## config.mk

```make
export PLATFORM = sky130hd
export DESIGN_NAME = link_txrx
export DESIGN_NICKNAME = d
export VERILOG_FILES = /design/src/hw/link_pkg.sv /design/src/hw/link_frame_rx.sv /design/src/hw/link_frame_tx.sv /design/src/hw/link_status.sv /design/src/hw/link_txrx.sv
export SDC_FILE = /design/constraint.sdc
export NUM_CORES = 1
export LEC_CHECK = 0
export BUFFER_PORTS_ARGS = -buffer_cell sky130_fd_sc_hd__buf_2
export CORE_MARGIN = 1
export CORE_UTILIZATION = 50
export DETAILED_ROUTE_END_ITERATION = 12
export PLACE_DENSITY = 0.7
export SLEW_MARGIN = 20
export SYNTH_ARGS = -nofsm -noshare
export SYNTH_HDL_FRONTEND = slang
export SYNTH_HIERARCHICAL = 1
export SYNTH_SLANG_ARGS = --single-unit
```

## constraint.sdc

```tcl
create_clock -name gtx_tx_clk -period 10.95 [get_ports gtx_tx_clk]
set_input_delay 0.5475 -clock gtx_tx_clk [delete_from_list [all_inputs] [get_ports gtx_tx_clk]]
set_output_delay 0.5475 -clock gtx_tx_clk [all_outputs]
set_load 0.1 [all_outputs]
```

## src/hw/link_pkg.sv

```systemverilog
// Shared types and constants for the point-to-point link engine
// Lane words are taken as already 8b/10b decoded, one 16-bit word per clock
// Revision ID, gateware type and protocol version are fixed here

package link_pkg;

   typedef logic [15:0] lane_word_t;
   typedef logic [1:0]  lane_k_t;
   typedef logic [15:0] frame_cnt_t;
   typedef logic [2:0]  location_t;
   typedef logic [2:0]  fault_t;
   typedef logic [3:0]  word_idx_t;
   typedef logic [6:0]  los_cnt_t;

   typedef struct packed {
      logic [31:0] data1;
      logic [31:0] data0;
   } payload_t;

   // Layout of frame word 1
   typedef struct packed {
      logic [3:0] protocol_ver;
      logic [2:0] gateware_type;
      location_t  location;
      logic [5:0] rsvd;
   } header_t;

   typedef struct packed {
      payload_t    payload;
      logic [3:0]  protocol_ver;
      logic [2:0]  gateware_type;
      location_t   location;
      logic [31:0] rev_id;
      frame_cnt_t  frame_counter;
      frame_cnt_t  loopback_counter;
   } rx_frame_t;

   localparam logic [3:0]  PROTOCOL_VER  = 4'd1;
   localparam logic [2:0]  GATEWARE_TYPE = 3'd3;
   localparam logic [31:0] REV_ID        = 32'h0001_0A3B;

   // K-characters, comma in the low byte
   localparam lane_word_t K_SOF   = 16'h3CBC;
   localparam lane_word_t K_IDLE  = 16'h50BC;
   localparam lane_k_t    K_COMMA = 2'b01;
   localparam lane_k_t    K_DATA  = 2'b00;

   // --------------------------------------------------
   // Frame word positions
   // --------------------------------------------------
   localparam word_idx_t WI_HDR    = 4'd1;
   localparam word_idx_t WI_REV_HI = 4'd2;
   localparam word_idx_t WI_REV_LO = 4'd3;
   localparam word_idx_t WI_D1_HI  = 4'd4;
   localparam word_idx_t WI_D1_LO  = 4'd5;
   localparam word_idx_t WI_D0_HI  = 4'd6;
   localparam word_idx_t WI_D0_LO  = 4'd7;
   localparam word_idx_t WI_CNT    = 4'd8;
   localparam word_idx_t WI_ECHO   = 4'd9;
   localparam word_idx_t WI_CRC    = 4'd10;

   localparam word_idx_t FRAME_WORDS  = 4'd11;
   localparam word_idx_t FRAME_GAP    = 4'd1;
   localparam word_idx_t FRAME_PERIOD = FRAME_WORDS + FRAME_GAP;

   localparam los_cnt_t LOS_WORDS = 7'd64;

   localparam int FAULT_CRC    = 0;
   localparam int FAULT_BROKEN = 1;
   localparam int FAULT_VER    = 2;

   localparam lane_word_t CRC_SEED = 16'hFFFF;
   localparam lane_word_t CRC_POLY = 16'h1021;

   // One CRC-16 update over a full word, MSB first
   function automatic lane_word_t crc16_step(input lane_word_t crc, input lane_word_t word);
      lane_word_t c;
      int         i;
      c = crc;
      for (i = 15; i >= 0; i--) begin
         if (c[15] ^ word[i])
            c = {c[14:0], 1'b0} ^ CRC_POLY;
         else
            c = {c[14:0], 1'b0};
      end
      return c;
   endfunction

endpackage

```

## src/hw/link_frame_rx.sv

```systemverilog
// Frame receiver on decoded lane words
// Non-comma K words inside a frame are collected as data and fail the CRC
// Loss of signal is raised after LOS_WORDS cycles without a good frame

`timescale 1ns/10ps

module link_frame_rx (
   input  logic                 gtx_tx_clk,
   input  logic                 rst_n,
   input  link_pkg::lane_word_t gtx_rx_d,
   input  link_pkg::lane_k_t    gtx_rx_k,
   output link_pkg::rx_frame_t  rx_frame,
   output logic                 rx_valid,
   output logic                 ccrx_frame_drop,
   output link_pkg::fault_t     ccrx_fault,
   output logic                 ccrx_los
);

   import link_pkg::*;

   typedef enum logic {
      ST_HUNT,
      ST_COLLECT
   } state_t;

   state_t     state;
   word_idx_t  word_cnt;
   lane_word_t crc;
   los_cnt_t   silence_cnt;

   // Words 1 to 9, oldest at the low index
   lane_word_t [WI_HDR:WI_ECHO] words;

   header_t rx_hdr;
   logic    is_sof;
   logic    at_crc;
   logic    crc_bad;
   logic    ver_bad;
   fault_t  fault_now;
   logic    frame_good;
   logic    frame_bad;

   // --------------------------------------------------
   // Frame checks
   // --------------------------------------------------
   always_comb begin
      rx_hdr  = words[WI_HDR];
      is_sof  = (gtx_rx_k == K_COMMA) && (gtx_rx_d == K_SOF);
      at_crc  = (state == ST_COLLECT) && (word_cnt == WI_CRC) && !is_sof;
      crc_bad = (crc != gtx_rx_d);
      ver_bad = (rx_hdr.protocol_ver != PROTOCOL_VER);

      fault_now = '0;
      if (state == ST_COLLECT && is_sof) begin
         fault_now[FAULT_BROKEN] = 1'b1;
      end else if (at_crc) begin
         fault_now[FAULT_CRC] = crc_bad;
         fault_now[FAULT_VER] = ver_bad;
      end
      frame_bad  = |fault_now;
      frame_good = at_crc && !crc_bad && !ver_bad;
   end

   // FSM, strobes, fault flags and LOS
   always_ff @(posedge gtx_tx_clk) begin
      if (!rst_n) begin
         state           <= ST_HUNT;
         word_cnt        <= '0;
         rx_valid        <= 1'b0;
         ccrx_frame_drop <= 1'b0;
         ccrx_fault      <= '0;
         silence_cnt     <= LOS_WORDS;
         ccrx_los        <= 1'b1;
      end else begin
         rx_valid        <= frame_good;
         ccrx_frame_drop <= frame_bad;

         if (frame_bad)
            ccrx_fault <= fault_now;
         else if (frame_good)
            ccrx_fault <= '0;

         if (frame_good) begin
            silence_cnt <= '0;
            ccrx_los    <= 1'b0;
         end else if (silence_cnt != LOS_WORDS) begin
            silence_cnt <= silence_cnt + 1'b1;
         end else begin
            ccrx_los <= 1'b1;
         end

         case (state)
            ST_HUNT: begin
               if (is_sof) begin
                  state    <= ST_COLLECT;
                  word_cnt <= WI_HDR;
               end
            end
            ST_COLLECT: begin
               // Restart on any start word
               if (is_sof)
                  word_cnt <= WI_HDR;
               else if (word_cnt == WI_CRC)
                  state <= ST_HUNT;
               else
                  word_cnt <= word_cnt + 4'd1;
            end
         endcase
      end
   end

   // --------------------------------------------------
   // Word capture, CRC and frame decode
   // --------------------------------------------------
   always_ff @(posedge gtx_tx_clk) begin
      if (is_sof) begin
         crc <= CRC_SEED;
      end else if (state == ST_COLLECT && word_cnt != WI_CRC) begin
         crc   <= crc16_step(crc, gtx_rx_d);
         words <= {words[WI_REV_HI:WI_ECHO], gtx_rx_d};
      end

      // Held between good frames
      if (frame_good) begin
         rx_frame.payload.data1     <= {words[WI_D1_HI], words[WI_D1_LO]};
         rx_frame.payload.data0     <= {words[WI_D0_HI], words[WI_D0_LO]};
         rx_frame.protocol_ver      <= rx_hdr.protocol_ver;
         rx_frame.gateware_type     <= rx_hdr.gateware_type;
         rx_frame.location          <= rx_hdr.location;
         rx_frame.rev_id            <= {words[WI_REV_HI], words[WI_REV_LO]};
         rx_frame.frame_counter     <= words[WI_CNT];
         rx_frame.loopback_counter  <= words[WI_ECHO];
      end
   end

endmodule

```

## src/hw/link_frame_tx.sv

```systemverilog
// Frame transmitter, one frame every 12 cycles while enabled
// Payload strobes faster than the frame rate overwrite each other
// Enable is looked at only between frames

`timescale 1ns/10ps

module link_frame_tx (
   input  logic                 gtx_tx_clk,
   input  logic                 rst_n,
   input  logic                 tx_transmit_en,
   input  logic                 tx_valid,
   input  link_pkg::location_t  tx_location,
   input  link_pkg::payload_t   tx_data,
   input  link_pkg::frame_cnt_t loopback_counter,
   output link_pkg::frame_cnt_t local_counter,
   output logic                 tx_send,
   output link_pkg::lane_word_t gtx_tx_d,
   output link_pkg::lane_k_t    gtx_tx_k
);

   import link_pkg::*;

   logic       busy;
   word_idx_t  word_idx;
   word_idx_t  next_idx;
   logic       start;
   lane_word_t next_word;
   lane_k_t    next_k;
   header_t    hdr;

   payload_t   pend_data;
   location_t  pend_location;
   payload_t   frm_data;
   location_t  frm_location;
   frame_cnt_t frm_echo;
   lane_word_t crc;

   // New frame right after the gap word, or from idle
   assign start = tx_transmit_en && (!busy || word_idx == FRAME_PERIOD - 4'd1);

   // --------------------------------------------------
   // Word multiplexer
   // --------------------------------------------------
   always_comb begin
      next_idx = word_idx + 4'd1;
      hdr.protocol_ver  = PROTOCOL_VER;
      hdr.gateware_type = GATEWARE_TYPE;
      hdr.location      = frm_location;
      hdr.rsvd          = '0;
      next_word = K_IDLE;
      next_k    = K_COMMA;
      case (next_idx)
         WI_HDR:    next_word = hdr;
         WI_REV_HI: next_word = REV_ID[31:16];
         WI_REV_LO: next_word = REV_ID[15:0];
         WI_D1_HI:  next_word = frm_data.data1[31:16];
         WI_D1_LO:  next_word = frm_data.data1[15:0];
         WI_D0_HI:  next_word = frm_data.data0[31:16];
         WI_D0_LO:  next_word = frm_data.data0[15:0];
         WI_CNT:    next_word = local_counter;
         WI_ECHO:   next_word = frm_echo;
         WI_CRC:    next_word = crc;
         default:   next_word = K_IDLE;
      endcase
      if (next_idx >= WI_HDR && next_idx <= WI_CRC)
         next_k = K_DATA;
   end

   // Sequencing and lane output
   always_ff @(posedge gtx_tx_clk) begin
      if (!rst_n) begin
         busy          <= 1'b0;
         word_idx      <= '0;
         local_counter <= '0;
         tx_send       <= 1'b0;
         gtx_tx_d      <= K_IDLE;
         gtx_tx_k      <= K_COMMA;
         pend_data     <= '0;
         pend_location <= '0;
      end else begin
         tx_send <= start;
         if (tx_valid) begin
            pend_data     <= tx_data;
            pend_location <= tx_location;
         end
         if (start) begin
            busy          <= 1'b1;
            word_idx      <= '0;
            local_counter <= local_counter + 1'b1;
            gtx_tx_d      <= K_SOF;
            gtx_tx_k      <= K_COMMA;
         end else if (busy && word_idx == FRAME_PERIOD - 4'd1) begin
            busy     <= 1'b0;
            gtx_tx_d <= K_IDLE;
            gtx_tx_k <= K_COMMA;
         end else if (busy) begin
            word_idx <= next_idx;
            gtx_tx_d <= next_word;
            gtx_tx_k <= next_k;
         end
      end
   end

   // --------------------------------------------------
   // Frame snapshot and running CRC
   // --------------------------------------------------
   always_ff @(posedge gtx_tx_clk) begin
      if (start) begin
         // A strobe on the start cycle still makes this frame
         frm_data     <= tx_valid ? tx_data : pend_data;
         frm_location <= tx_valid ? tx_location : pend_location;
         frm_echo     <= loopback_counter;
         crc          <= CRC_SEED;
      end else if (busy && next_idx >= WI_HDR && next_idx <= WI_ECHO) begin
         crc <= crc16_step(crc, next_word);
      end
   end

endmodule

```

## src/hw/link_status.sv

```systemverilog
// Status stage behind the receiver
// rx_data follows the held frame and is valid together with rx_valid
// Identity fields, fault count and latency update one cycle after rx_valid

`timescale 1ns/10ps

module link_status (
   input  logic                 gtx_tx_clk,
   input  logic                 rst_n,
   input  link_pkg::rx_frame_t  rx_frame,
   input  logic                 rx_valid,
   input  logic                 ccrx_frame_drop,
   input  link_pkg::frame_cnt_t local_counter,
   output link_pkg::payload_t   rx_data,
   output logic [3:0]           rx_protocol_ver,
   output logic [2:0]           rx_gateware_type,
   output link_pkg::location_t  rx_location,
   output logic [31:0]          rx_rev_id,
   output link_pkg::frame_cnt_t rx_frame_counter,
   output link_pkg::frame_cnt_t ccrx_fault_cnt,
   output link_pkg::frame_cnt_t txrx_latency,
   output link_pkg::frame_cnt_t last_rx_counter
);

   assign rx_data         = rx_frame.payload;
   assign last_rx_counter = rx_frame_counter;

   // --------------------------------------------------
   // Counters and round-trip latency
   // --------------------------------------------------
   always_ff @(posedge gtx_tx_clk) begin
      if (!rst_n) begin
         rx_frame_counter <= '0;
         ccrx_fault_cnt   <= '0;
         txrx_latency     <= '0;
      end else begin
         if (rx_valid) begin
            rx_frame_counter <= rx_frame.frame_counter;
            // Frames in flight between our send and its echo coming back
            txrx_latency     <= local_counter - rx_frame.loopback_counter;
         end
         // Saturates at all ones
         if (ccrx_frame_drop && ccrx_fault_cnt != '1)
            ccrx_fault_cnt <= ccrx_fault_cnt + 1'b1;
      end
   end

   // Identity of the far end
   always_ff @(posedge gtx_tx_clk) begin
      if (rx_valid) begin
         rx_protocol_ver  <= rx_frame.protocol_ver;
         rx_gateware_type <= rx_frame.gateware_type;
         rx_location      <= rx_frame.location;
         rx_rev_id        <= rx_frame.rev_id;
      end
   end

endmodule

```

## src/hw/link_txrx.sv

```systemverilog
// Link engine top, single clock domain
// The far end's echo counter closes the latency loop through the status stage

`timescale 1ns/10ps

module link_txrx (
   input  logic                 gtx_tx_clk,
   input  logic                 rst_n,
   input  logic                 tx_transmit_en,
   input  logic                 tx_valid,
   input  link_pkg::location_t  tx_location,
   input  link_pkg::payload_t   tx_data,
   output logic                 tx_send,
   output link_pkg::lane_word_t gtx_tx_d,
   output link_pkg::lane_k_t    gtx_tx_k,
   input  link_pkg::lane_word_t gtx_rx_d,
   input  link_pkg::lane_k_t    gtx_rx_k,
   output logic                 rx_valid,
   output link_pkg::payload_t   rx_data,
   output logic                 ccrx_frame_drop,
   output link_pkg::fault_t     ccrx_fault,
   output logic                 ccrx_los,
   output logic [3:0]           rx_protocol_ver,
   output logic [2:0]           rx_gateware_type,
   output link_pkg::location_t  rx_location,
   output logic [31:0]          rx_rev_id,
   output link_pkg::frame_cnt_t rx_frame_counter,
   output link_pkg::frame_cnt_t ccrx_fault_cnt,
   output link_pkg::frame_cnt_t txrx_latency
);

   import link_pkg::*;

   frame_cnt_t local_counter;
   frame_cnt_t last_rx_counter;
   rx_frame_t  rx_frame;

   // --------------------------------------------------
   // TX stage
   // --------------------------------------------------
   link_frame_tx i_link_frame_tx (
      .gtx_tx_clk       (gtx_tx_clk),
      .rst_n            (rst_n),
      .tx_transmit_en   (tx_transmit_en),
      .tx_valid         (tx_valid),
      .tx_location      (tx_location),
      .tx_data          (tx_data),
      .loopback_counter (last_rx_counter),
      .local_counter    (local_counter),
      .tx_send          (tx_send),
      .gtx_tx_d         (gtx_tx_d),
      .gtx_tx_k         (gtx_tx_k)
   );

   // --------------------------------------------------
   // RX stages
   // --------------------------------------------------
   link_frame_rx i_link_frame_rx (
      .gtx_tx_clk      (gtx_tx_clk),
      .rst_n           (rst_n),
      .gtx_rx_d        (gtx_rx_d),
      .gtx_rx_k        (gtx_rx_k),
      .rx_frame        (rx_frame),
      .rx_valid        (rx_valid),
      .ccrx_frame_drop (ccrx_frame_drop),
      .ccrx_fault      (ccrx_fault),
      .ccrx_los        (ccrx_los)
   );

   link_status i_link_status (
      .gtx_tx_clk       (gtx_tx_clk),
      .rst_n            (rst_n),
      .rx_frame         (rx_frame),
      .rx_valid         (rx_valid),
      .ccrx_frame_drop  (ccrx_frame_drop),
      .local_counter    (local_counter),
      .rx_data          (rx_data),
      .rx_protocol_ver  (rx_protocol_ver),
      .rx_gateware_type (rx_gateware_type),
      .rx_location      (rx_location),
      .rx_rev_id        (rx_rev_id),
      .rx_frame_counter (rx_frame_counter),
      .ccrx_fault_cnt   (ccrx_fault_cnt),
      .txrx_latency     (txrx_latency),
      .last_rx_counter  (last_rx_counter)
   );

endmodule

```

-- Word-level counts from Yosys, hierarchy flattened
Index checks and enable logic that the tools add are counted.
- logic and storage cells: 296
- flip-flop bits (word level): 612
- eq/ne operators: 22
- $add $sub $neg: 6
- reduce and logical (&&, ||, !) cells: 29
- bitwise gates (word level): 68
- magnitude comparators: 3
- mux-type cells: 120
- operators by type and width (cell ; number):
    16-bit 2-to-1 mux ; 60
    13-bit 2-to-1 mux ; 32
    16-bit one-hot mux with 10 select lines ; 1
    3-bit inverter ; 32
    64-bit 2-to-1 mux ; 1
    15-bit 2-to-1 mux ; 3
    16-bit by 1-bit adder with 16-bit output (second input constant) ; 2
    1-bit bitwise XOR ; 32
    4-bit equality test (second input constant) ; 5
    16-bit by 14-bit equality test with 1-bit output (second input constant) ; 1
    4-bit by 3-bit equality test with 1-bit output (second input constant) ; 4
    16-bit != test ; 1
    16-bit != test (second input constant) ; 1
    16-bit subtractor ; 1
    7-bit 2-to-1 mux ; 2
    1-bit logical AND ; 13
    1-bit 2-to-1 mux ; 13
    4-bit 2-to-1 mux ; 3
    3-bit 2-to-1 mux ; 3
    4-bit by 1-bit adder with 4-bit output (second input constant) ; 2
    4-bit by 2-bit equality test with 1-bit output (second input constant) ; 2
    4-bit <= comparator (second input constant) ; 2
    4-bit one-hot mux with 2 select lines ; 1
    7-bit by 1-bit adder with 7-bit output (second input constant) ; 1
    other kinds (17) ; 30

-- Depth between registers and ports, before layout
- depth in word-level cells: 65
- depth in mapped cells: 17

-- Modules after synthesis
Netlist, hierarchy kept.
- by module, submodules not included (module ; area each (µm²) ; times used ; cells an instance):
    link_frame_rx ; 10267.3 ; 1 ; 484
    link_frame_tx ; 9273.9 ; 1 ; 810
    link_status ; 4598.2 ; 1 ; 437

-- Least setup slack after synthesis
No wires, ideal clock.
- path kind: in2reg
- from: input port gtx_rx_d[7]
- to: register i_link_frame_rx.crc[5]
- setup time: 0.506 ns
- arrival: 8.450 ns
- path slack: 1.994 ns
- data required time: 10.444 ns
- cell stages on the path: 3
- cell sequence: nor4bb_1 a31oi_1 a22oi_1
- word-level cells in the longest chain between the ends: 2
- RTL lines (what ; RTL line ; text):
    start: declaration ; link_txrx.sv:16 ; input link_pkg::lane_word_t gtx_rx_d,
    16-bit by 14-bit equality test with 1-bit output ; link_frame_rx.sv:48 ; is_sof = (gtx_rx_k == K_COMMA) && (gtx_rx_d == K_SOF);
    1-bit logical AND ; link_frame_rx.sv:48 ;
    end signal: assignment ; link_frame_rx.sv:119 ; crc <= crc16_step(crc, gtx_rx_d);
    end: declaration ; link_frame_rx.sv:28 ; lane_word_t crc;
No other way between the ends.
A chain may end at the register's enable or synchronous reset.

-- Final worst setup path
- from: register i_link_frame_tx.word_idx[0]
- to: register i_link_frame_tx.local_counter[7]
- word-level cells in the longest chain between the ends: 3
- RTL lines (what ; RTL line ; text):
    start: declaration ; link_frame_tx.sv:24 ; word_idx_t word_idx;
    start signal: assignment ; link_frame_tx.sv:97 ; word_idx <= next_idx;
    4-bit equality test ; link_frame_tx.sv:39 ; assign start = tx_transmit_en && (!busy || word_idx == FRAME_PERIOD - 4'd1);
    1-bit logical OR ; link_frame_tx.sv:39 ;
    1-bit logical AND ; link_frame_tx.sv:39 ;
    net i_link_frame_tx.start ; link_frame_tx.sv:26 ; logic start;
    end signal: assignment ; link_frame_tx.sv:89 ; local_counter <= local_counter + 1'b1;
    end: declaration ; link_frame_tx.sv:15 ; output link_pkg::frame_cnt_t local_counter,
The timed path passes the listed nets, and every way through them passes these cells.

==> impl_metrics.yaml <==
placement:
  dp_cells: 2480
  hpwl_um: 35900
  gp_congestion: 0.913
  port-buffer-count: 266
sta:
  relSlewSlack_pct: 27.9
  finalSetupTns_ns: 0
  finalHoldViolCount: 0
  timing.final.crit_share_pct: 41.8
  finClkSkew_ns: 0.0263
  slew_violations: 0
  finalSetupViolCount: 0
  min_period_ns: 4.58
  max_freq_mhz: 218
  worst_pin_slew_ns: 1.08
  rsz0062_at_grt: "false"
outcome:
  status: "finished, final reports clean"
setup_path:
  reg2reg_from: "i_link_frame_tx/word_idx[0]$_SDFFE_PP0P_"
  crit_type: "reg2reg"
  critPathMaxFanout: 73
  cp-start-kind: "register"
  crit_chain: "ha_1 -> nand2b_1 -> o21ai_1 -> nand2_1 -> buf_4 -> clkinv_2 -> buf_4 -> and4_1 -> nand3_1 -> xnor2_1 -> and2_1"
  crit_path_end_kind: "register"
  arrival_ns: 5.08
  cpPeakStageDelay_ns: 0.78
  cp.required_ns: 11.45
  crit_start: "i_link_frame_tx/word_idx[0]$_SDFFE_PP0P_"
  cp_common_cell: "buf_4"
  crit_path_top_delay_cell: "buf_4"
  reg2reg_depth: 11
yosys:
  synth_edf_count: 401
  ys_ff_latch: 605
  async_flop_share_pct: 0
  syn_nets: 1847
  seq_area_frac_synth_pct: 66.8
  synth_cell_types: 97
  synthesis.area_sq_um: 24100
  synth_warnings: 6
  syn_area_per_cell_sq_um: 13.9
  yosys_most_used_dff: "edfxtp_1"
  synthCells: 1731
grt:
  grt_overflow: 0
  antenna_found_initial: 2
  grt_pass1_vias: 13722
  grt_max_degree: 85
  grt_pass1_wl_um: 79400
  grtUsageTotal_pct: 20.9
clocking:
  htree_levels: 2
  root_buffer: "clkbuf_16"
  ctsResizeCount: 0
  clkSinkCount: 605
  clk_pin_slew_worst_paths_ns: 0.06
  cts_tree: "built"
  cts_buffers: 58
  worstSkewPairLatency_ns: 0.63
  post_cts_buffers: 0
  cts_hold_buf: 0
  clock_path_buffers: 3
finish:
  num-fill-cells: 3781
  instances_no_fill: 2591
  fin_util_pct: 57.4
  drive_gt1_share_pct: 24.3
  final_nets: 2041
  multi_input_area_sq_um: 7010
  area_growth_pct: 13.3
  ff_latch_area_sq_um: 16100
detailed_routing:
  antenna_left: 0
  drc_errors: 0
  via_per_inst: 5.45
  drt-total-wl_um: 51800
  initialDrtViolationCount: 1017
  firstDrtPassIters: 7
  vias: 14117
  wire_per_inst_um: 20.0
floorplanning:
  core_area_sq_um: 47600
  dieArea_sq_um: 49200
  die_w_um: 222
  pin_count: 268
  rows: 80
  start_util_pct: 50.7
  die_h_um: 222
hold_path:
  hp-class: "in2reg"
  hp-start: "gtx_rx_d[8]"
  hold_depth: 1
run:
  cap_viol_max_count: 0
power:
  p_leak_nw: 10.1
  ir_worst_vdd_uv: 274
  cellPowerDensity_nw_per_um2: 208
==> final timing paths <==
path	end	slack (ns)
setup / recovery	i_link_frame_tx/local_counter[7]$_SDFFE_PN0P_	6.37
hold / removal	i_link_frame_rx/words[8]$_DFFE_PP_	0.15
setup reg to reg	i_link_frame_tx/local_counter[7]$_SDFFE_PN0P_	6.37
hold reg to reg	i_link_frame_rx/rx_frame[49]$_DFFE_PP_	0.42
==> area by class of cell <==
| class | count | area share [%] |
|---|---|---|
| Sequential cell | 605 | 59.0 |
| Multi-Input combinational cell | 946 | 25.6 |
| Clock buffer | 72 | 5.65 |
| Timing Repair Buffer | 281 | 5.28 |
| Tap cell | 615 | 2.81 |
| Clock inverter | 38 | 1.17 |
| Inverter | 33 | 0.458 |
| Antenna cell | 1 | 0.00915 |
==> layout by cell type, fill, tap and decap left out, types with 17 or more instances in the layout <==
| master | Yosys | final |
|---|---|---|
| xor2_1 | 36 | 36 |
| mux2_2 | 67 | 67 |
| inv_1 | 30 | 30 |
| a21oi_1 | 47 | 47 |
| o21ai_0 | 47 | 47 |
| buf_2 | 7 | 266 |
| ha_1 | 26 | 26 |
| o211ai_1 | 17 | 17 |
| and2_1 | 91 | 91 |
| mux2i_1 | 29 | 29 |
| nor2_1 | 77 | 76 |
| edfxtp_1 | 401 | 401 |
| xnor2_1 | 72 | 72 |
| nand4_1 | 21 | 21 |
| and3_1 | 24 | 24 |
| nand2_1 | 91 | 91 |
| nand3_1 | 31 | 31 |
| dfxtp_1 | 204 | 203 |
| clkbuf_16 | 0 | 59 |
==> per-layer routing <==
layer | GRT usage, % | share of wire [%] | vias to the layer above
li1 | - | - | 6673
met1 | 27.8 | 43 | 6923
met2 | 34.3 | 48 | 427
met3 | 4.23 | 6.0 | 92
met4 | 7.08 | 2.5 | 2
met5 | 0 | 0.015 | -
==> cells in the mapped netlist, types with 5 or more instances <==
cell | n | area, sq um
nand2_1 | 91 | 342
clkbuf_1 | 42 | 158
buf_2 | 7 | 35.0
a22oi_1 | 16 | 120
o22ai_1 | 9 | 56.3
nand2b_1 | 12 | 75.1
nand4_1 | 21 | 131
nor2_1 | 77 | 289
xnor2_1 | 72 | 631
nand3b_1 | 5 | 37.5
a21oi_1 | 47 | 235
o21ai_1 | 12 | 60.1
o21a_1 | 16 | 120
and2_1 | 91 | 569
nor3b_1 | 6 | 45.0
a22o_1 | 9 | 78.8
o21ai_0 | 47 | 235
mux2_2 | 67 | 754
o31a_1 | 5 | 43.8
a31oi_1 | 5 | 31.3
a211oi_1 | 9 | 67.6
and3_1 | 24 | 150
dfxtp_1 | 204 | 4080
ha_1 | 26 | 325
buf_1 | 10 | 37.5
nand3_1 | 31 | 155
a222oi_1 | 9 | 90.1
nor2b_1 | 12 | 75.1
inv_1 | 30 | 113
and4_1 | 7 | 61.3
a221oi_1 | 11 | 96.3
edfxtp_1 | 401 | 12000
xor2_1 | 36 | 315
nor4_1 | 5 | 31.3
o221ai_1 | 5 | 43.8
nor3_1 | 14 | 70.1
buf_4 | 84 | 631
o31ai_1 | 5 | 37.5
or3_1 | 10 | 62.6
xnor2_2 | 10 | 163
o211ai_1 | 17 | 128
mux2i_1 | 29 | 290
==> kinds of logic after synthesis <==
family          Yosys count  synth area share, %
fa+ha+maj                27                 1.43
flops                   605                 66.8
mux                      98                 4.45
simple gates            428                 9.50
compound gates          261                 7.68
other cells               1               0.0155
buf+inv                 180                 4.27
xor+xnor                131                 5.86
==> stage by stage <==
| stage | hold slack (ns) | worst slack [ns] | power (mW) | cell area [sq um] |
|---|---|---|---|---|
| floorplan | 0.400 | 1.99 | 3.59 | 24100 |
| global placement | 0.400 | 6.56 | 3.79 | 25500 |
| detailed placement | 0.405 | 6.46 | 3.82 | 25500 |
| CTS | 0.107 | 6.41 | 5.75 | 27300 |
| global route | 0.136 | 6.01 | 5.94 | 27300 |
| finish | 0.149 | 6.37 | 5.70 | 27300 |
==> critical path, delay by kind of cell, from the launching register on <==
kind                       cells  cell delay, ns
adders and majority gates      1            0.64
buffers and inverters          3            1.32
xor gates and xnor gates       1            0.15
DFF                            1            0.55
AOI/OAI and AO/OA              1            0.52
and+or+nand+nor                5            1.24
==> report_power, final <==
group	switching [mW]	total (mW)	leakage [nW]	internal, mW
clock network	0.844	1.92	0.902	1.08
logic	0.604	1.18	3.90	0.579
registers	0.0774	2.59	5.34	2.52
total	1.52	5.70	10.1	4.17
==> flip-flops by register name (all words and copies together), names as in the netlist, 32 cells and up <==
| name | cells |
|---|---|
| i_link_frame_tx/frm_data | 64 |
| i_link_frame_rx/rx_frame | 138 |
| i_link_frame_tx/pend_data | 64 |
| i_link_status/rx_rev_id | 32 |
| i_link_frame_rx/words | 128 |
No activity file was read; power rests on OpenSTA's default activity.
